File: config.mk
export PLATFORM = sky130hd
export DESIGN_NAME = fetch_stage
export DESIGN_NICKNAME = d
export VERILOG_FILES = /design/src/hdl/isa_pkg.sv /design/src/hdl/fetch_stage.sv
export SDC_FILE = /design/constraint.sdc
export NUM_CORES = 1
export LEC_CHECK = 0
export BUFFER_PORTS_ARGS = -buffer_cell sky130_fd_sc_hd__buf_4
export CAP_MARGIN = 0
export CORE_UTILIZATION = 51
export CTS_CLUSTER_DIAMETER = 100
export DETAILED_ROUTE_END_ITERATION = 10
export GPL_TIMING_DRIVEN = 1
export PLACE_DENSITY = 0.83
export SYNTH_ARGS = -nofsm -noshare
export SYNTH_HDL_FRONTEND = slang
export SYNTH_SLANG_ARGS = --single-unit
File: constraint.sdc
create_clock -name SYS_clk -period 1.9 [get_ports SYS_clk]
set_input_delay 0.38 -clock SYS_clk [delete_from_list [all_inputs] [get_ports SYS_clk]]
set_output_delay 0.38 -clock SYS_clk [all_outputs]
set_load 0.02 [all_outputs]
File: src/hdl/isa_pkg.sv
//--------------------------------------------------------------------------
// instruction-set encoding for the MIPS-style subset: word and register
// types, opcode and funct enums, instruction layout and the bubble word
//--------------------------------------------------------------------------
package isa_pkg;

    typedef logic [31:0] word_t;
    typedef logic [4:0]  reg_addr_t;

    typedef enum logic [5:0]
    {
        R_TYPE = 6'h00,
        ADDI   = 6'h08,
        LW     = 6'h23,
        SW     = 6'h2b,
        BEQ    = 6'h04,
        BNE    = 6'h05
    } opcode_e;

    typedef enum logic [5:0]
    {
        ADD = 6'h20,
        SUB = 6'h22,
        AND = 6'h24,
        OR  = 6'h25,
        SLT = 6'h2a
    } funct_e;

    // lower 16 bits of an R-type word
    typedef struct packed {
        reg_addr_t  rd;
        logic [4:0] shamt;
        funct_e     funct;
    } r_low_t;

    // I-type reuses the same bits as the immediate
    typedef union packed {
        r_low_t      r;
        logic [15:0] imm;
    } low_t;

    typedef struct packed {
        opcode_e   opcode;
        reg_addr_t rs;
        reg_addr_t rt;
        low_t      low;
    } instr_t;

    localparam instr_t NOP_WORD = '0;  // add $0,$0,$0, writes nothing

endpackage

File: src/hdl/fetch_stage.sv
//--------------------------------------------------------------------------
// program counter: sequential, branch and stall updates
//--------------------------------------------------------------------------
`timescale 1ns/1ps

module fetch_stage #(
    parameter isa_pkg::word_t RESET_PC = '0
) (
    input  logic           SYS_clk,
    input  logic           SYS_reset,
    input  logic           stall,
    input  logic           branch_taken,
    input  isa_pkg::word_t branch_target,
    output isa_pkg::word_t pc
);

    always_ff @(posedge SYS_clk)
    begin
        if (SYS_reset)
            pc <= RESET_PC;
        else if (stall)
            pc <= pc;                  // decode waiting on a hazard
        else if (branch_taken)
            pc <= branch_target;       // resolved in decode
        else
            pc <= pc + 32'd4;
    end

endmodule

# Word level (Yosys, flattened, before mapping)
# Index checks and enable logic that the tools add are counted.
classes:
  n_mux: 1
  n_addsub: 1
ops:
  columns: ["cell", "n"]
  rows:
  - ["32-bit by 3-bit adder with 32-bit output, second input constant", 1]
  - ["32-bit two-way mux", 1]
totals:
  ff_bits: 32
  inputBits: 36
  wordCells: 3

# Depth between registers and ports, before layout
# Gate-level depths: netlist of the first run.
logic_depth:
  depth_word: 2
  depth_mapped: 7

# Worst setup path after synthesis of the first run
# No wires, ideal clock.
synth_timing:
  path_kind: "register to register"
  from: "register pc[2]"
  to: "register pc[22]"
  slack_ns: -0.037
  arrival_ns: 1.862
  setup_ns: 0.074
  period_less_slack_ns: 1.937
  path_stages_with_launch: 7
  required_time_ns: 1.826
  cell_sequence: "dfxtp_1 ha_1 and3_1 clkbuf_1 nand4_1 or4_1 a31oi_1"
synth_between:
  elab_chain_cells: 2
synth_lines:
  columns: ["element", "line", "text"]
  rows:
  - ["from (decl)", "fetch_stage.sv:14", "output isa_pkg::word_t pc"]
  - ["from (signal assigned)", "fetch_stage.sv:22", "pc <= pc;"]
  - ["from (signal assigned)", "fetch_stage.sv:24", "pc <= branch_target;"]
  - ["from (signal assigned)", "fetch_stage.sv:26", "pc <= pc + 32'd4;"]
  - ["32-bit by 3-bit adder with 32-bit output", "fetch_stage.sv:26", null]
  - ["32-bit two-way mux", "fetch_stage.sv:23", "else if (branch_taken)"]
# No other way between the ends.
# A chain may end at the register's enable or synchronous reset.

# Final worst setup path of the first run
layout_timing:
  from: "register pc[12]"
  to: "register pc[31]"
# The elaborated chain is that of the path after synthesis.

==> impl_metrics.yaml, run 1 <==
synth:
  netlist_instances: 277
  synthArstFlopShare_pct: 0
  ys_warn_count: 0
  syn_nets: 314
  ys_seq_area_share_pct: 29.85
  synth_cell_types: 56
  avgSynthCellArea_um2: 7.747
  ys_seq_elements: 32
  yosysTopAreaCellShare_pct: 29.85
  post-synth-top-area-cell: "dfxtp_1"
  synth_edf_count: 0
  synth.cell_area_um2: 2146
  ys.flop_type: "dfxtp_1"
  synthTopCellsByArea: "dfxtp_1 30%, nand3_1 4.2%, nand2_1 4.2%, a21oi_1 4.0%, nand4_1 3.8%"
cells_and_area:
  fillCellCount: 348
  fin_cells: 406
  seq_area_um2: 643.1
  largest_register_ffs: 32
  drive_gt1_share_pct: 32.87
  stdcell_area_um2: 2902
  diodes: 0
  area_growth_pct: 35.22
  top_regs: "pc: 32 flops"
  multi_input_area_um2: 1359
  mostFrequentLayoutCells: "96 x buf_4, 30 x dfxtp_1, 24 x nand2_1"
  regMostFlops: "pc"
  final_common_cell: "buf_4"
  fin_nets: 392
route:
  highest_layer: "met4"
  wl_met1_um: 2855
  drt_iter0_drc: 420
  avgRoutedWirePerCell_um: 17.00
  drc: 0
  ant_nets: 0
  drtPass1Iterations: 5
  drt_wl_total_um: 6904
  routed_via_density: 6.544
  met2_length_um: 3264
  dr_total_vias: 2657
  wl_met3_um: 691
sta:
  finalHoldViolCount: 0
  slew_headroom_pct: 70.94
  period_needed_ps: 1797
  final.setup.tns_ps: 0
  drv_slew: 0
  setup-violations-final: 0
  skew_ps: 5.582
  fmax_ghz: 0.5566
  rsz0062_at_grt: "no"
  post-route-period-util_pct: 94.55
  tightest_slew_ps: 431.9
outcome:
  status: "finished clean"
power_and_ir_drop:
  swShare_pct: 30.50
  power_frac_seq_pct: 43.8
  combPwrFrac_pct: 23.6
  p_leak_uw: 0.001179
  ir_drop_v: 0.0003549
  p_int_uw: 1201
  clkPwrFrac_pct: 32.6
  power.switching_uw: 527.1
  power_density_nw_per_um2: 595.6
placement:
  placed_cell_area_um2: 2804
  dp_hpwl_um: 5057
  io_buffers: 67
  placed_cells: 398
  place.gp.congestion: 0.8817
die:
  io_pins: 68
  core_um2: 4029
  start_util_pct: 53.26
  die_y_um: 66.87
  dieArea_um2: 4471
  die_w_um: 66.87
  rows: 23
flow_run:
  drv_cap: 0
cts:
  cts_setup_buffers: 0
  cts-buffers-inserted: 5
  insertion_delay_ps: 290
  cts_sinks: 32
  cts_root_buf: "clkbuf_8"
  clock_path_buffers: 2
  path_clk_slew_ps: 70
  cts_tree: "built"
  htree_num_levels: 2
global_routing:
  grt_usage_pct: 32.80
  grt_pass1_vias: 2292
  grt_first_pass_wirelength_um: 11030
  grt-ovfl-total: 0
  grt_antenna_before_repair: 0
  grt_max_degree: 27
critical_path:
  crit_arrival_ps: 1970
  crit_fanout: 8
  crit_type: "reg2reg"
  cp-end-kind: "register"
  crit_path_start_kind: "register"
  required_ps: 2070
worst_hold_path:
  worstHoldPathType: "in2reg"
## layout make-up
| cell class | instances | share of cell area [%] |
|---|---|---|
| Multi-Input combinational cell | 213 | 46.83 |
| Clock buffer | 8 | 3.105 |
| Inverter | 7 | 0.9056 |
| Sequential cell | 32 | 22.16 |
| Tap cell | 50 | 2.156 |
| Timing Repair Buffer | 96 | 24.84 |
## power groups by stage
stage               Combinational [uW]  Clock [uW]  Sequential [uW]
floorplan                          158           0              822
CTS                                405         564              755
finish                             408         563              757
global placement                   397           0              768
detailed placement                 405           0              770
global route                       441         590              762
## logic make-up (layout without fill, tap and decap cells)
| family | count (synthesis) | count (layout) | share of synthesized area (%) |
|---|---|---|---|
| and+or+nand+nor | 120 | 120 | 30.73 |
| AOI/OAI and AO/OA | 89 | 89 | 30.26 |
| DFF | 32 | 32 | 29.85 |
| buffers and inverters | 32 | 111 | 7.172 |
| muxes | 3 | 3 | 1.399 |
| adders and majority gates | 1 | 1 | 0.5830 |
## per-layer routing
layer / global-route usage [%] / up-vias
li1: - / 1239
met4: 10.11 / 0
met1: 43.76 / 1249
met3: 7.192 / 9
met2: 52.02 / 160
met5: 0 / -
## cell usage after synthesis (3+ instances only)
| cell | n |
|---|---|
| and3_1 | 7 |
| buf_6 | 3 |
| and2_1 | 4 |
| nand4_1 | 13 |
| o211ai_1 | 5 |
| o21ai_0 | 9 |
| o31ai_1 | 4 |
| nor3_1 | 6 |
| and4_1 | 6 |
| o221a_2 | 4 |
| dfxtp_1 | 32 |
| inv_1 | 5 |
| nor2_1 | 21 |
| a31oi_1 | 9 |
| nand3_1 | 18 |
| buf_1 | 7 |
| a21oi_1 | 17 |
| mux2i_1 | 3 |
| buf_2 | 4 |
| o221ai_1 | 5 |
| nor4_1 | 5 |
| clkbuf_1 | 8 |
| nand2_1 | 24 |
| o311ai_0 | 5 |
| a22oi_1 | 9 |
| a32oi_1 | 3 |
| or4_1 | 5 |
## repair_timing
action	4_1_cts	5_1_grt
hold buffers	0	0
resized for setup	0	3
setup endpoints to repair	0	2
## critical path, stage by stage, from the launching register on
cell,delay (ps)
dfxtp_1,400
and4_2,370
nand4_4,160
o311a_1,370
or3_1,370
## per-stage QoR
stage / worst slack, ps / hold slack (ps) / power, uW / util (%)
2_1_floorplan: 31.68 / 527.3 / 979.1 / -
3_3_place_gp: 122.1 / 480.0 / 1165 / 69.60
3_5_place_dp: 75.60 / 526.8 / 1175 / 69.60
4_1_cts: 66.78 / 345.5 / 1724 / 71.83
5_1_grt: 11.92 / 359.6 / 1793 / 72.02
6_report: 103.5 / 336.9 / 1728 / 72.02
## final timing paths
kind	start	to	slack (ps)	depth (start not counted)
worst max register to register	pc[12]	pc[31]	100	4
worst max-delay path	pc[12]	pc[31]	100	4
worst min-delay path	branch_target[0]	pc[0]	340	3
worst min register to register	pc[0]	pc[0]	540	2
Note: power is estimated with default switching activity, not from simulation.
==> run 2, diff against run 1 <==
--- a/config.mk
+++ b/config.mk
@@ -7,11 +7,11 @@
 export LEC_CHECK = 0
 export BUFFER_PORTS_ARGS = -buffer_cell sky130_fd_sc_hd__buf_4
 export CAP_MARGIN = 0
-export CORE_UTILIZATION = 51
+export CORE_UTILIZATION = 46
 export CTS_CLUSTER_DIAMETER = 100
 export DETAILED_ROUTE_END_ITERATION = 10
 export GPL_TIMING_DRIVEN = 1
-export PLACE_DENSITY = 0.83
+export PLACE_DENSITY = 0.76
 export SYNTH_ARGS = -nofsm -noshare
 export SYNTH_HDL_FRONTEND = slang
 export SYNTH_SLANG_ARGS = --single-unit
==> constraint.sdc (replaced) <==
create_clock -name SYS_clk -period 1.59 [get_ports SYS_clk]
set_input_delay 0.318 -clock SYS_clk [delete_from_list [all_inputs] [get_ports SYS_clk]]
set_output_delay 0.318 -clock SYS_clk [all_outputs]
set_load 0.02 [all_outputs]
==> impl_metrics.yaml, run 2 (synthesis results as in run 1) <==
critical_path:
  crit_arrival_ps: 1840
  crit_path_start_kind: "register"
  crit_type: "reg2reg"
  crit_fanout: 6
  required_ps: 1820
  cp-end-kind: "register"
power_and_ir_drop:
  combPwrFrac_pct: 26.5
  power.switching_uw: 652.0
  clkPwrFrac_pct: 31.4
  power_density_nw_per_um2: 639.8
  power_frac_seq_pct: 42.0
  p_int_uw: 1478
  swShare_pct: 30.60
  p_leak_uw: 0.001391
  ir_drop_v: 0.0004480
sta:
  post-route-period-util_pct: 101.5
  drv_slew: 0
  period_needed_ps: 1613
  setup-violations-final: 1
  fin_ws_ps: -23.47
  fmax_ghz: 0.6198
  skew_ps: 8.566
  slew_headroom_pct: 77.89
  final.setup.tns_ps: -23.47
  tightest_slew_ps: 327.5
  finalHoldViolCount: 0
  rsz0062_at_grt: "yes"
global_routing:
  grt_antenna_before_repair: 0
  grt_usage_pct: 32.38
  grt_max_degree: 28
  grt-ovfl-total: 0
  grt_first_pass_wirelength_um: 12620
  grt_pass1_vias: 2629
die:
  core_um2: 4414
  io_pins: 68
  die_y_um: 70.30
  start_util_pct: 48.61
  die_w_um: 70.30
  rows: 24
  dieArea_um2: 4942
route:
  wl_met1_um: 3329
  avgRoutedWirePerCell_um: 17.46
  met2_length_um: 3489
  ant_nets: 0
  drtPass1Iterations: 5
  highest_layer: "met4"
  drt_wl_total_um: 7821
  routed_via_density: 6.382
  drc: 0
  drt_iter0_drc: 330
  dr_total_vias: 2859
  wl_met3_um: 746
worst_hold_path:
  worstHoldPathType: "in2reg"
outcome:
  failed_checks: "negative setup slack"
  status: "finished, violations left"
cells_and_area:
  area_growth_pct: 55.16
  mostFrequentLayoutCells: "135 x buf_4, 24 x nand2_1, 20 x nor2_1"
  final_util_pct: 75.43
  drive_gt1_share_pct: 47.47
  diodes: 0
  final_common_cell: "buf_4"
  fillCellCount: 348
  largest_register_ffs: 32
  fin_nets: 432
  fin_cells: 448
  top_regs: "pc: 32 flops"
  regMostFlops: "pc"
cts:
  cts_tree: "built"
  path_clk_slew_ps: 70
  cts-buffers-inserted: 5
  cts_sinks: 32
  htree_num_levels: 2
  cts_root_buf: "clkbuf_8"
  clock_path_buffers: 2
  insertion_delay_ps: 300
placement:
  place.gp.congestion: 0.9131
  io_buffers: 67
  dp_hpwl_um: 5754
  placed_cells: 436
flow_run:
  drv_cap: 0
==> run 2: changes by cell type in the layout (fill, tap and decap cells not counted), sizes merged <==
cell / previous run / this run
buf: 96 / 136
==> run 2: stage by stage <==
| stage | setup slack (ps) | hold WS (ps) | total power (uW) | area (um^2) |
|---|---|---|---|---|
| floorplan | -25.07 | 465.3 | 1175 | 2252 |
| global placement | -34.67 | 480.9 | 1444 | 3149 |
| detailed placement | -87.12 | 487.4 | 1455 | 3149 |
| CTS | 1.255 | 254.5 | 2118 | 3262 |
| global route | -72.03 | 287.1 | 2210 | 3329 |
| finish | -23.47 | 259.4 | 2130 | 3329 |
==> run 2: what timing repair did <==
action | in CTS | in global routing
resized for setup | 7 | 12
buffers inserted | 0 | 4
endpoints found under the setup margin | 10 | 15
hold buffers | 0 | 0
pin swaps | 1 | 11
==> run 2: final cells by class <==
class                           count  area (um^2)  area share, %
Timing Repair Buffer              136         1025          30.78
Multi-Input combinational cell    213         1425          42.80
Tap cell                           52        65.06          1.954
Clock buffer                        8        90.09          2.706
Inverter                            7        26.28         0.7892
Sequential cell                    32        698.2          20.97
==> run 2: worst paths after layout <==
kind / start / depth (start not counted) / endpoint / slack (ps)
worst min register to register: pc[15] / 2 / pc[16] / 510
worst max register to register: pc[11] / 5 / pc[22] / -20
worst min-delay path: branch_target[0] / 3 / pc[0] / 260
worst max-delay path: pc[11] / 5 / pc[22] / -20
==> run 2: worst max-delay path: stages, from the launching register on <==
cell     delay, ps
dfxtp_4        360
and4_4         280
nand4_1        130
buf_4          170
or4_1          470
a31oi_1        130
==> run 2: power groups by stage <==
| stage | clock network (uW) | logic [uW] | registers [uW] |
|---|---|---|---|
| floorplan | 0 | 193 | 982 |
| global placement | 0 | 537 | 907 |
| detailed placement | 0 | 545 | 910 |
| CTS | 676 | 548 | 894 |
| global route | 703 | 607 | 900 |
| finish | 670 | 565 | 896 |
==> run 2: metal layers <==
metal / vias to the layer above / track usage, %
met1: 1309 / 45.12
met2: 192 / 47.94
li1: 1331 / -
met3: 27 / 6.926
met4: 0 / 13.56
met5: - / 0
==> run 3, diff against run 2 <==
--- a/config.mk
+++ b/config.mk
@@ -12,6 +12,7 @@
 export DETAILED_ROUTE_END_ITERATION = 10
 export GPL_TIMING_DRIVEN = 1
 export PLACE_DENSITY = 0.76
+export SETUP_SLACK_MARGIN = 0.2
 export SYNTH_ARGS = -nofsm -noshare
 export SYNTH_HDL_FRONTEND = slang
 export SYNTH_SLANG_ARGS = --single-unit
==> impl_metrics.yaml, run 3 (synthesis results as in run 1) <==
sta:
  rsz0062_at_grt: "yes"
  drv_slew: 0
  tightest_slew_ps: 415.4
  final.setup.tns_ps: -151.8
  slew_headroom_pct: 71.96
  fin_ws_ps: -103.9
  skew_ps: 8.567
  hold_ws_ps: 256.3
  fmax_ghz: 0.5903
  post-route-period-util_pct: 106.5
  setup-violations-final: 2
  finalHoldViolCount: 0
  period_needed_ps: 1694
power_and_ir_drop:
  p_leak_uw: 0.001527
  ir_drop_v: 0.0004636
  power_density_nw_per_um2: 599.7
  power_uw: 2184
global_routing:
  grt_pass1_vias: 2692
  grt_antenna_before_repair: 0
  grt_first_pass_wirelength_um: 13210
  grt_usage_pct: 33.57
  grt-ovfl-total: 0
  grt_max_degree: 27
critical_path:
  required_ps: 1800
  crit_path_start_kind: "register"
  slowest_delay_ps: 520
  crit_arrival_ps: 1910
  crit_fanout: 4
  crit_family: "simple AND/OR/NAND/NOR gates"
  path_buf_inv: 0
  crit_type: "reg2reg"
  crit_chain: "ha_4 -> and3_4 -> nand4_1 -> or4_4 -> a31oi_1"
  rr_worst_depth: 5
  cp-end-kind: "register"
  cpMaxStageDelayCell: "or4_4"
  crit_cells: 5
route:
  drc: 0
  drt_iter0_drc: 538
  ant_nets: 0
  dr_total_vias: 3074
  routed_via_density: 6.786
  drt_wl_total_um: 9252
  drtPass1Iterations: 8
  avgRoutedWirePerCell_um: 20.42
cts:
  cts_root_buf: "clkbuf_8"
  path_clk_slew_ps: 70
  cts-buffers-inserted: 5
  insertion_delay_ps: 300
  cts_sinks: 32
  cts_tree: "built"
  htree_num_levels: 2
  clock_path_buffers: 2
  cts-hold-fix-buffers: 0
worst_hold_path:
  worstHoldPathType: "in2reg"
  min_delay_path_depth: 3
placement:
  dp_hpwl_um: 5265
  place.gp.congestion: 0.8543
  io_buffers: 67
  dp_slack_ps: -33.38
cells_and_area:
  fin_nets: 437
  regMostFlops: "pc"
  diodes: 0
  area_growth_pct: 69.68
  largest_register_ffs: 32
  mostFrequentLayoutCells: "121 x buf_4, 21 x nand2_1, 20 x buf_6"
  final_common_cell: "buf_4"
  drive_gt1_share_pct: 56.11
  final_util_pct: 82.48
  top_regs: "pc: 32 flops"
die:
  core_um2: 4414
  start_util_pct: 48.61
  io_pins: 68
  dieArea_um2: 4942
  die_w_um: 70.30
  rows: 24
  die_y_um: 70.30
flow_run:
  drv_cap: 0
outcome:
  status: "finished, violations left"
  failed_checks: "negative setup slack"
-- run 3: changes by cell type in the layout (fill, tap and decap cells not counted), sizes merged --
cell	delta
buf	+5
-- run 3: timing repair --
action                                  in CTS  in global routing
gates resized for setup                     35                 44
pin swaps                                   31                 35
endpoints found under the setup margin      23                 25
buffers inserted                            17                  9
-- run 3: layout make-up --
| class | instances | area, um^2 |
|---|---|---|
| Fill cell | 250 | 773.2 |
| Tap cell | 52 | 65.06 |
| Sequential cell | 32 | 704.4 |
| Timing Repair Buffer | 141 | 1134 |
| Multi-Input combinational cell | 213 | 1622 |
| Clock buffer | 8 | 90.09 |
| Inverter | 7 | 26.28 |
-- run 3: routing by layer --
metal	global-route usage [%]	part of all wire, %	vias to the layer above
li1	-	-	1339
met5	0	0	-
met4	16.00	3.9	0
met2	51.53	45	255
met1	44.76	41	1429
met3	6.638	10	51
-- run 3: tightest hold or removal path: stages --
cell and delay (ps):
buf_4 70, mux2i_1 50, nor2_1 80
-- run 3: through the flow --
step | std cells | instance area [um^2]
floorplan | 277 | 2271
global placement | 419 | 3039
detailed placement | 419 | 3039
CTS | 444 | 3395
global route | 453 | 3641
finish | 453 | 3641
-- run 3: power by group --
part	leakage [uW]	switching [uW]	internal, uW
clock	0.0000455	331	353
sequential	0.000276	48.2	845
combinational	0.00121	323	282
total	0.00153	703	1480
-- run 3: final timing paths --
path / from / endpoint / slack (ps)
min reg2reg: pc[1] / pc[1] / 520
max reg2reg: pc[2] / pc[22] / -100
min: branch_target[1] / pc[1] / 260
max: pc[2] / pc[22] / -100
