`config.mk`:
```
export PLATFORM = sky130hd
export DESIGN_NAME = hazard_unit
export DESIGN_NICKNAME = d
export VERILOG_FILES = /design/src/hdl/isa_pkg.sv /design/src/hdl/pipe_pkg.sv /design/src/hdl/hazard_unit.sv
export SDC_FILE = /design/constraint.sdc
export NUM_CORES = 1
export LEC_CHECK = 0
export BUFFER_PORTS_ARGS = -buffer_cell sky130_fd_sc_hd__buf_2
export CORE_AREA = 2 2 39 41
export DETAILED_ROUTE_END_ITERATION = 7
export DIE_AREA = 0 0 41 43
export MAX_ROUTING_LAYER = met4
export PLACE_DENSITY = 0.8
export RECOVER_POWER = 25
export SLEW_MARGIN = 15
export SYNTH_ARGS = -nofsm -noshare
export SYNTH_HDL_FRONTEND = slang
export SYNTH_SLANG_ARGS = --single-unit
```
`constraint.sdc`:
```
create_clock -name vclk -period 1.3
set_clock_uncertainty 0.1 [all_clocks]
set_input_delay 0 -clock vclk [all_inputs]
set_output_delay 0 -clock vclk [all_outputs]
set_load 0.02 [all_outputs]
```
`src/hdl/isa_pkg.sv`:
```
//--------------------------------------------------------------------------
// instruction-set encoding for the MIPS-style subset: word and register
// types, opcode and funct enums, instruction layout and the bubble word
//--------------------------------------------------------------------------
package isa_pkg;

    typedef logic [31:0] word_t;
    typedef logic [4:0]  reg_addr_t;

    typedef enum logic [5:0]
    {
        R_TYPE = 6'h00,
        ADDI   = 6'h08,
        LW     = 6'h23,
        SW     = 6'h2b,
        BEQ    = 6'h04,
        BNE    = 6'h05
    } opcode_e;

    typedef enum logic [5:0]
    {
        ADD = 6'h20,
        SUB = 6'h22,
        AND = 6'h24,
        OR  = 6'h25,
        SLT = 6'h2a
    } funct_e;

    // lower 16 bits of an R-type word
    typedef struct packed {
        reg_addr_t  rd;
        logic [4:0] shamt;
        funct_e     funct;
    } r_low_t;

    // I-type reuses the same bits as the immediate
    typedef union packed {
        r_low_t      r;
        logic [15:0] imm;
    } low_t;

    typedef struct packed {
        opcode_e   opcode;
        reg_addr_t rs;
        reg_addr_t rt;
        low_t      low;
    } instr_t;

    localparam instr_t NOP_WORD = '0;  // add $0,$0,$0, writes nothing

endpackage

```
`src/hdl/pipe_pkg.sv`:
```
//--------------------------------------------------------------------------
// pipeline types: control bundle, ALU operations, stage registers
// and the register-file write port
//--------------------------------------------------------------------------
package pipe_pkg;

    typedef enum logic [2:0]
    {
        ALU_ADD,
        ALU_SUB,
        ALU_AND,
        ALU_OR,
        ALU_SLT
    } alu_op_e;

    // coarse ALU class from the main decoder, refined by funct in execute
    typedef enum logic [1:0]
    {
        ALU_CLS_ADD,
        ALU_CLS_SUB,
        ALU_CLS_FUNCT
    } alu_cls_e;

    typedef struct packed {
        logic     reg_write;
        logic     dest_rd;      // write rd, else rt
        logic     alu_src_imm;
        logic     mem_read;
        logic     mem_write;
        logic     mem_to_reg;
        logic     branch;
        alu_cls_e alu_op;
    } ctrl_t;

    typedef struct packed {
        ctrl_t              ctrl;
        isa_pkg::word_t     rs_val;
        isa_pkg::word_t     rt_val;
        isa_pkg::word_t     imm;
        isa_pkg::reg_addr_t dest;
        isa_pkg::funct_e    funct;
    } id_ex_t;

    typedef struct packed {
        ctrl_t              ctrl;
        isa_pkg::word_t     alu_result;
        isa_pkg::word_t     store_data;
        isa_pkg::reg_addr_t dest;
    } ex_mem_t;

    typedef struct packed {
        logic               we;
        isa_pkg::reg_addr_t addr;
        isa_pkg::word_t     data;
    } wb_port_t;

endpackage

```
`src/hdl/hazard_unit.sv`:
```
//--------------------------------------------------------------------------
// read-after-write detection: stall level and memory forward selects
//--------------------------------------------------------------------------
`timescale 1ns/1ps

module hazard_unit (
    input  isa_pkg::reg_addr_t rs,
    input  isa_pkg::reg_addr_t rt,
    input  isa_pkg::opcode_e   dec_op,
    input  pipe_pkg::ctrl_t    ex_ctrl,
    input  isa_pkg::reg_addr_t ex_dest,
    input  pipe_pkg::ctrl_t    mem_ctrl,
    input  isa_pkg::reg_addr_t mem_dest,
    output logic               stall,
    output logic               fwd_rs,
    output logic               fwd_rt
);
    import isa_pkg::*;

    logic uses_rt;
    logic rs_live;
    logic rt_live;
    logic ex_rs, ex_rt;
    logic load_rs, load_rt;
    logic alu_rs, alu_rt;

    // addi and lw take rt as their destination, not as a source
    assign uses_rt = (dec_op == R_TYPE) || (dec_op == BEQ) ||
                     (dec_op == BNE)    || (dec_op == SW);
    assign rs_live = (rs != '0);
    assign rt_live = uses_rt && (rt != '0);

    assign ex_rs   = ex_ctrl.reg_write && (ex_dest == rs);      // result not ready yet
    assign ex_rt   = ex_ctrl.reg_write && (ex_dest == rt);
    assign load_rs = mem_ctrl.mem_read && (mem_dest == rs);     // load data too late
    assign load_rt = mem_ctrl.mem_read && (mem_dest == rt);
    assign alu_rs  = mem_ctrl.reg_write && !mem_ctrl.mem_read && (mem_dest == rs);
    assign alu_rt  = mem_ctrl.reg_write && !mem_ctrl.mem_read && (mem_dest == rt);

    assign stall  = (rs_live && (ex_rs || load_rs)) ||
                    (rt_live && (ex_rt || load_rt));
    assign fwd_rs = rs_live && alu_rs;
    assign fwd_rt = rt_live && alu_rt;

endmodule

```
-- Yosys cells after proc, flatten, opt, wreduce, memory -nomap -nowiden
Cells that the tools add are included.
- register bits after elaboration: 0
- input bits: 44
- output and inout bits: 3
- logic and storage cells: 29
- equal/unequal tests: 7
- reductions and logical operators: 22
- operators by type and width (cell ; number):
    equality test 5 bit ; 4
    equality test 6 x 3 -> 1 bit (second input constant) ; 2
    logical AND 1 bit ; 12
    nonzero test 5 bit ; 2
    equality test 6 bit (second input constant) ; 1
    logical NOT 6 bit ; 1
    logical OR 1 bit ; 6
    logical NOT 1 bit ; 1

-- Depth between registers and ports, before layout
Gate-level depths: netlist of run 1.
- depth after elaboration: 7
- mapped depth: 5
- mapped depth without buffers: 5

-- Least setup slack after synthesis of run 1
No wires, ideal clock.
- path type: input-to-output
- start: in dec_op[0]
- end: out fwd_rt
- data arrival time: 1.265 ns
- data required time: 1.200 ns
- setup slack: -0.065 ns
- stages: 4
- path buffers: 0
- cells stage by stage: nor2b_1 or4_4 a2111o_1 nor2_1
- cells in the longest elaborated chain, start to end: 6
- elaborated cells on any way between the ends: 9
- classes of those cells: eq/ne: 3; reduce/logical: 6
- ends and longest elaborated chain (what ; RTL line ; text):
    from (decl) ; hazard_unit.sv:9 ; input isa_pkg::opcode_e dec_op,
    equality test 6 x 3 -> 1 bit or logical NOT 6 bit (tied branches) ; hazard_unit.sv:28 ; assign uses_rt = (dec_op == R_TYPE) || (dec_op == BEQ) ||
    logical OR 1 bit (2 in series) ; hazard_unit.sv:28 ;
    logical OR 1 bit * ; hazard_unit.sv:29 ; (dec_op == BNE) || (dec_op == SW);
    logical AND 1 bit * ; hazard_unit.sv:31 ; assign rt_live = uses_rt && (rt != '0);
    logical AND 1 bit * ; hazard_unit.sv:43 ; assign fwd_rt = rt_live && alu_rt;
    to (decl) ; hazard_unit.sv:16 ; output logic fwd_rt
Every way passes the cells marked *; elsewhere a longest branch is shown, timed or not.

-- Final worst setup path of run 1
Same ends and word-level chain as after synthesis.

==> key figures, run 1 <==
Status
  – Outcome: finished with violations
  – Violated checks: negative setup slack

Worst setup path
  – CP Capture Type: output pin
  – CP Launch Point: dec_op[0]
  – Startpoint Class: input port
  – Critical path peak fanout: 2
  – Kind of critical path: input port to output pin
  – CP arrival: ~1.4 ns
  – WP data required: around 1.2 ns

Synth
  – Synth warn: 0
  – Synth cell types: 16
  – Synth Net Count: 86
  – Mapped Cells: 42
  – Avg Cell Area, Syn: between 7 and 8 um2
  – Seq/Total Area, Yosys: 0%
  – Synth Cell Area: approximately 330 um2

STA
  – F_max: slightly below 700 MHz
  – Worst setup margin: -0.175 ns
  – Setup-failing EPs final: 2
  – Rel. slew slack: approximately 82%
  – Post-route setup TNS: -0.344 ns
  – RSZ-0062 raised after global routing: yes
  – Final min period: roughly 1.5 ns
  – Fin. max-slew vios: 0
  – Slew @ Worst Pin: roughly 0.27 ns
  – Final Cycle Share: 113%
  – Hold Violations, Final: 0

GRT
  – GRT Overall Usage: around 14%
  – Largest net degree at the start of global routing: 4
  – Initial antenna violation count: 0
  – Grt ovf: 0
  – Vias in the first global route: around 470
  – Global-route wire length before repair: 1.76 mm

Cells and area
  – Nets@finish: roughly 130
  – Area grow syn2layout: 87.7%
  – Sequential Area: 0 um2
  – Seq cells: 0
  – Non-Filler Instances: 99
  – Multi-input gate area: roughly 340 um2
  – ANT cells: 0
  – Layout cells sized above 1: 56.6%
  – Fillers: ~150
  – Clock Buffer Count: 0

Detailed routing
  – Final ANT Viol Nets: 0
  – First-pass DRT Iterations: 3
  – 1st-iter DRT viols: 3
  – # DRC: 0
  – Final WL: 1.12 mm
  – WL/cell: ~11 um
  – DR vias: 468
  – Vias per cell: between 4 and 5

Placement
  – Routability cong.: 0.777
  – HPWL after detailed placement: about 1.0 mm
  – Pre-CTS WS: -0.219 ns
  – Placed cell count: 98
  – PortBufs: 32

Pwr
  – Pwr Density: 287 mW/mm2
  – Leakage power total: 0.284 nW
  – Max VDD drop: roughly 0.00015 V
  – Pwr Total: 0.176 mW

Run
  – Max-Cap Viols: 0

Min path
  – Min-delay src: mem_ctrl[5]
  – Hold Crit Class: input port to output pin

Die
  – Die Y: approximately 43 um
  – Die footprint: around 0.0018 mm2
  – Core ar.: about 0.0014 mm2
  – I/O Pins: 47
  – # rows: 14
  – Die Wd: slightly above 40 um
  – Initial Util: about a quarter
==> layer usage <==
layer	vias to the layer above	wire length [um]	GRT usage, %
met1	211	396	16.1
li1	237	-	-
met2	20	633	25.6
met5	-	0	-
met3	0	88	0
met4	0	0	1.33
==> cell families after synthesis <==
| logic type | count (synthesis) | synth area share (%) |
|---|---|---|
| xor gates and xnor gates | 20 | 53.6 |
| AOI/OAI and AO/OA | 4 | 11.5 |
| and+or+nand+nor | 18 | 34.9 |
==> where the power goes <==
group          leakage, nW  switching (mW)  total (mW)  internal (mW)
combinational        0.284          0.0766       0.176         0.0997
sequential               0               0           0              0
clock                    0               0           0              0
==> layout make-up <==
| class | count | share of cell area [%] |
|---|---|---|
| multi-input cells | 42 | 56.1 |
| well taps | 16 | 3.27 |
| repair buffers | 41 | 40.6 |
==> final timing paths <==
kind | to | slack (ns) | cells past startpoint
setup / recovery | fwd_rt | -0.18 | 7
hold / removal | stall | 0.25 | 3
==> cell usage after synthesis (2+ instances only) <==
library cell,number,area [um2]
xor2_1,8,70.1
xnor2_1,12,105
nand2_1,2,7.51
or4_4,3,33.8
nand3_1,2,10.0
nor2_1,3,11.3
nand4_1,2,12.5
nor4_1,2,12.5
==> stage by stage <==
step / hold slack (ns) / area, um2 / utilization, %
after floorplan: 0.0612 / 327 / -
after global placement: 0.253 / 567 / 41.0
after detailed placement: 0.256 / 567 / 41.0
after CTS: 0.250 / 597 / 43.1
after global routing: 0.279 / 613 / 44.3
final: 0.247 / 613 / 44.3
==> layout by cell type (no fill, tap or decap), types with 2 or more instances in the layout <==
cell	instances
buf_2	28
xnor2_1	12
buf_4	10
xor2_1	8
or4_4	3
buf_6	3
nand4_1	2
nor4_1	2
nand3_1	2
nand2_1	2
==> worst max-delay path, cell delays in order <==
cell      delay, ns
buf_2          0.09
nor2b_1        0.13
or4_4          0.42
a2111o_1       0.39
buf_4          0.15
nor2_4         0.07
buf_6          0.12
==> repair_timing <==
action | CTS | global route
pin swaps | 6 | 2
resized for setup | 5 | 5
setup endpoints to repair | 2 | 3
hold buffers | 0 | 0
setup buffers | 1 | 0
Power figures use the tool's default switching activity.
==> run 2: changes to the inputs <==
- BUFFER_PORTS_ARGS: -buffer_cell sky130_fd_sc_hd__buf_2 -> -buffer_cell sky130_fd_sc_hd__buf_4
==> key figures, run 2 (synthesized netlist as in run 1, its figures left out) <==
STA
  – Setup-failing EPs final: 2 (unchanged)
  – Fin. max-slew vios: 0 (unchanged)
  – Final min period: 1.48 ns (about the same)
  – RSZ-0062 raised after global routing: yes (unchanged)
  – Hold Violations, Final: 0 (unchanged)
  – Final Cycle Share: 114% (was 113%)
  – Slew @ Worst Pin: 0.254 ns (was 0.272 ns)
  – F_max: 674 MHz (was 678 MHz)
  – Rel. slew slack: 82.9% (was 81.7%)
  – Worst setup margin: -0.183 ns (was -0.175 ns)

Pwr
  – Max VDD drop: 0.000137 V (was 0.000145 V)
  – Leakage power total: 0.335 nW (was 0.284 nW)
  – Pwr Total: 0.214 mW (was 0.176 mW)
  – Pwr Density: 292 mW/mm2 (was 287 mW/mm2)

Worst setup path
  – CP arrival: 1.38 ns (about the same)
  – Critical path peak fanout: 2 (unchanged)
  – CP max-delay cell: or4_1 (was or4_4)
  – WP data required: 1.20 ns (about the same)
  – Kind of critical path: input port to output pin (unchanged)
  – Worst Path Buf+Inv: 2 (was 3)
  – Peak per-stage delay on the critical path: 0.53 ns (was 0.42 ns)
  – Crit path cell chain: buf_4 > or4_1 > nor2_2 > or4_4 > nand2_1 > a221o_1 > buf_6 (was buf_2 > nor2b_1 > or4_4 > a2111o_1 > buf_4 > nor2_4 > buf_6)
  – Startpoint Class: input port (unchanged)
  – CP Capture Type: output pin (unchanged)
  – Delay-heaviest family, CP: simple AND/OR/NAND/NOR gates (unchanged)

GRT
  – Vias in the first global route: 476 (was 467)
  – Grt ovf: 0 (unchanged)
  – GRT Overall Usage: 14.3% (was 13.8%)
  – Largest net degree at the start of global routing: 4 (unchanged)
  – Initial antenna violation count: 0 (unchanged)
  – Global-route wire length before repair: 1.84 mm (was 1.76 mm)

Cells and area
  – Seq cells: 0 (unchanged)
  – Layout cells sized above 1: 61.9% (was 56.6%)
  – Design Area, Final: 734 um2 (was 613 um2)
  – Most frequent cells in the layout: buf_4 (34), xnor2_1 (10), xor2_1 (8), buf_6 (8), or4_4 (3) (was buf_2 (28), xnor2_1 (12), buf_4 (10))
  – Most common cell after layout, fill and taps aside: buf_4 (was buf_2)
  – Sequential Area: 0 um2 (unchanged)
  – Area grow syn2layout: 125% (was 87.7%)
  – Nets@finish: 130 (was 129)
  – Clock Buffer Count: 0 (unchanged)
  – Final core utilization: 53.1% (was 44.3%)
  – ANT cells: 0 (unchanged)

Status
  – Violated checks: negative setup slack (unchanged)
  – Outcome: finished with violations (unchanged)

Detailed routing
  – Vias per cell: 4.73 (about the same)
  – Final ANT Viol Nets: 0 (unchanged)
  – 1st-iter DRT viols: 6 (was 3)
  – Final WL: 1.16 mm (was 1.12 mm)
  – First-pass DRT Iterations: 4 (was 3)
  – DR vias: 473 (was 468)
  – # DRC: 0 (unchanged)
  – WL/cell: 11.6 um (was 11.3 um)

Placement
  – DP Area: 654 um2 (was 567 um2)
  – PortBufs: 32 (unchanged)
  – HPWL after detailed placement: 1.04 mm (was 1.03 mm)
  – Routability cong.: 0.768 (was 0.777)

Die
  – I/O Pins: 47 (unchanged)
  – # rows: 14 (unchanged)
  – Die footprint: 0.00176 mm2 (unchanged)
  – Die Y: 43 um (unchanged)
  – Core ar.: 0.00138 mm2 (unchanged)
  – Initial Util: 23.6% (unchanged)
  – Die Wd: 41 um (unchanged)

Min path
  – Hold Path End: stall (unchanged)
  – Min-delay src: mem_ctrl[5] (unchanged)
  – Worst Hold Depth: 3 (unchanged)
  – Hold Crit Class: input port to output pin (unchanged)

Run
  – Max-Cap Viols: 0 (unchanged)
==> run 2: cell types whose count changed in the layout (fill, tap and decap cells not counted), sizes merged <==
cell  change
buf       +1
==> run 2: final cells by class <==
type / instances / area, um2
Fill cell: 135 / 649
Multi-Input combinational cell: 42 / 369
Tap cell: 16 / 20.0
Timing Repair Buffer: 42 / 345
==> run 2: worst min-delay path, delay by kind of cell <==
kind / cells / cell delay (ns)
AOI/OAI and AO/OA: 1 / 0.14
buffers and inverters: 2 / 0.19
==> run 2: per-layer routing <==
metal / vias to the layer above / global-route usage (%) / part of all wire (%)
li1: 240 / - / -
met2: 20 / 26.9 / 56
met5: - / - / 0
met4: 0 / 0 / 0
met1: 213 / 17.1 / 37
met3: 0 / 0 / 7.4
==> run 2: worst max-delay path by stage <==
stage                   start     end  slack, ns  cells after the start
floorplan           dec_op[0]  fwd_rt      -0.02                      4
global placement        rt[0]   stall      -0.21                      7
detailed placement      rt[0]   stall      -0.22                      7
CTS                     rt[3]   stall      -0.20                      7
global route            rt[3]   stall      -0.24                      7
finish                  rs[1]   stall      -0.18                      7
==> run 2: power by group <==
part	switching (mW)	internal [mW]	leakage, nW
Sequential	0	0	0
Clock	0	0	0
Combinational	0.0791	0.135	0.335
==> run 2: metrics by stage <==
stage | setup TNS [ns] | hold slack (ns) | setup WS [ns] | instances
6_report | -0.341 | 0.239 | -0.183 | 100
2_1_floorplan | -0.0402 | 0.0612 | -0.0205 | 42
5_1_grt | -0.453 | 0.262 | -0.235 | 100
3_5_place_dp | -0.320 | 0.233 | -0.221 | 99
3_3_place_gp | -0.322 | 0.235 | -0.215 | 99
4_1_cts | -0.371 | 0.239 | -0.201 | 100
==> run 2: timing repair <==
action                                  in CTS  in global routing
resized for setup                           10                  7
setup buffers                                1                  0
hold buffers                                 0                  0
pin swaps                                    6                  2
endpoints found under the setup margin       3                  3
==> run 3: changes to the inputs <==
==> constraint.sdc (replaced) <==
create_clock -name vclk -period 1.3
set_clock_uncertainty 0.1 [all_clocks]
set_input_delay 0.26 -clock vclk [all_inputs]
set_output_delay 0.26 -clock vclk [all_outputs]
set_load 0.02 [all_outputs]
==> key figures, run 3 (synthesized netlist as in run 1, its figures left out) <==
Status
  – Outcome: finished with violations (unchanged)
  – Violated checks: negative setup slack (unchanged)

Cells and area
  – Sequential Area: 0 um2 (unchanged)
  – Final core utilization: 58.1% (was 53.1%)
  – Most frequent cells in the layout: buf_4 (32), buf_6 (15), xnor2_1 (10) (was buf_4 (34), xnor2_1 (10), xor2_1 (8), buf_6 (8), or4_4 (3))
  – Layout cells sized above 1: 64.0% (was 61.9%)
  – ANT cells: 0 (unchanged)
  – Area grow syn2layout: 146% (was 125%)
  – Seq cells: 0 (unchanged)
  – Design Area, Final: 805 um2 (was 734 um2)
  – Nets@finish: 135 (was 130)
  – Clock Buffer Count: 0 (unchanged)
  – Most common cell after layout, fill and taps aside: buf_4 (unchanged)
  – Fillers: 132 (was 135)

Worst setup path
  – Kind of critical path: input port to output pin (unchanged)
  – CP arrival: 1.66 ns (was 1.38 ns)
  – Crit path cell chain: buf_6 > or4_4 > o21bai_4 > a2111o_1 > nand2_1 > a221o_1 > buf_6 (was buf_4 > or4_1 > nor2_2 > or4_4 > nand2_1 > a221o_1 > buf_6)
  – Delay-heaviest family, CP: simple AND/OR/NAND/NOR gates (unchanged)
  – Critical path peak fanout: 2 (unchanged)
  – CP Capture Type: output pin (unchanged)
  – WP data required: 0.94 ns (was 1.20 ns)
  – Worst Path Buf+Inv: 2 (unchanged)
  – Peak per-stage delay on the critical path: 0.53 ns (about the same)
  – CP max-delay cell: or4_4 (was or4_1)
  – Most used cell, CP: buf_6
  – Startpoint Class: input port (unchanged)
  – CP Launch Point: rt[3] (was rs[1])

Detailed routing
  – DR vias: 510 (was 473)
  – Vias per cell: 4.86 (was 4.73)
  – Final WL: 1.37 mm (was 1.16 mm)
  – # DRC: 0 (unchanged)
  – Final ANT Viol Nets: 0 (unchanged)
  – WL/cell: 13.0 um (was 11.6 um)
  – 1st-iter DRT viols: 4 (was 6)
  – First-pass DRT Iterations: 4 (unchanged)

GRT
  – GRT Overall Usage: 15.0% (was 14.3%)
  – Global-route wire length before repair: 1.86 mm (was 1.84 mm)
  – Vias in the first global route: 488 (was 476)
  – Grt ovf: 0 (unchanged)
  – Initial antenna violation count: 0 (unchanged)
  – Largest net degree at the start of global routing: 4 (unchanged)

STA
  – Final min period: 2.02 ns (was 1.48 ns)
  – Hold Violations, Final: 0 (unchanged)
  – RSZ-0062 raised after global routing: yes (unchanged)
  – Rel. slew slack: 81.7% (was 82.9%)
  – Fin. max-slew vios: 0 (unchanged)
  – Worst setup margin: -0.717 ns (was -0.183 ns)
  – Setup-failing EPs final: 3 (was 2)
  – F_max: 496 MHz (was 674 MHz)
  – Slew @ Worst Pin: 0.272 ns (was 0.254 ns)
  – Final Cycle Share: 155% (was 114%)

Placement
  – HPWL after detailed placement: 1.08 mm (was 1.04 mm)
  – PortBufs: 32 (unchanged)
  – DP Area: 702 um2 (was 654 um2)
  – Routability cong.: 0.842 (was 0.768)
  – Pre-CTS WS: -0.756 ns (was -0.221 ns)

Run
  – Max-Cap Viols: 0 (unchanged)

Min path
  – Hold Crit Class: input port to output pin (unchanged)
  – Min-delay src: mem_ctrl[5] (unchanged)

Pwr
  – Pwr Density: 294 mW/mm2 (was 292 mW/mm2)
  – Pwr Total: 0.236 mW (was 0.214 mW)
  – Leakage power total: 0.371 nW (was 0.335 nW)
  – Max VDD drop: 0.000143 V (was 0.000137 V)

Die
  – # rows: 14 (unchanged)
  – Initial Util: 23.6% (unchanged)
  – I/O Pins: 47 (unchanged)
  – Die Y: 43 um (unchanged)
  – Die footprint: 0.00176 mm2 (unchanged)
  – Core ar.: 0.00138 mm2 (unchanged)
  – Die Wd: 41 um (unchanged)

Clocking
  – Hold_buf cts: 0 (unchanged)
run 3: cell types whose count changed in the layout (fill, tap and decap cells not counted):
| cell | previous run | this run |
|---|---|---|
| nor2_4 | 1 | 2 |
| buf_4 | 34 | 32 |
| or4_4 | 3 | 4 |
| nor2_2 | 2 | 0 |
| or4_1 | 1 | 0 |
| nor2_1 | 0 | 1 |
| buf_6 | 8 | 15 |
run 3: per-stage QoR:
step / hold WS [ns] / cells / setup TNS (ns)
2_1_floorplan: 0.571 / 42 / -1.28
3_3_place_gp: 0.755 / 104 / -1.97
3_5_place_dp: 0.755 / 104 / -2.00
4_1_cts: 0.760 / 104 / -1.85
5_1_grt: 0.774 / 105 / -1.96
6_report: 0.758 / 105 / -1.82
run 3: layer usage:
layer | vias to the layer above | share of wire, % | global-route usage [%] | routed length (um)
met4 | 0 | 1.1 | 2.67 | 15
li1 | 248 | - | - | -
met3 | 2 | 8.2 | 1.57 | 112
met2 | 37 | 57 | 28.1 | 783
met5 | - | 0 | - | 0
met1 | 223 | 33 | 15.6 | 453
run 3: cell type report:
cell class	instances	area, um2	area share [%]
Multi-Input combinational cell	42	375	46.7
Tap cell	16	20.0	2.49
Timing Repair Buffer	47	409	50.9
run 3: what timing repair did:
item                       4_1_cts  5_1_grt
setup endpoints to repair        3        3
pin swaps                       11        6
gates resized for setup         16        6
setup buffers                    0        1
run 3: power breakdown:
part / internal, mW / switching [mW] / total [mW]
logic: 0.151 / 0.0851 / 0.236
registers: 0 / 0 / 0
clock network: 0 / 0 / 0
run 3: path summary, 6_finish.rpt:
path	slack [ns]	cells past startpoint	end
worst max-delay path	-0.72	7	stall
worst min-delay path	0.76	3	stall
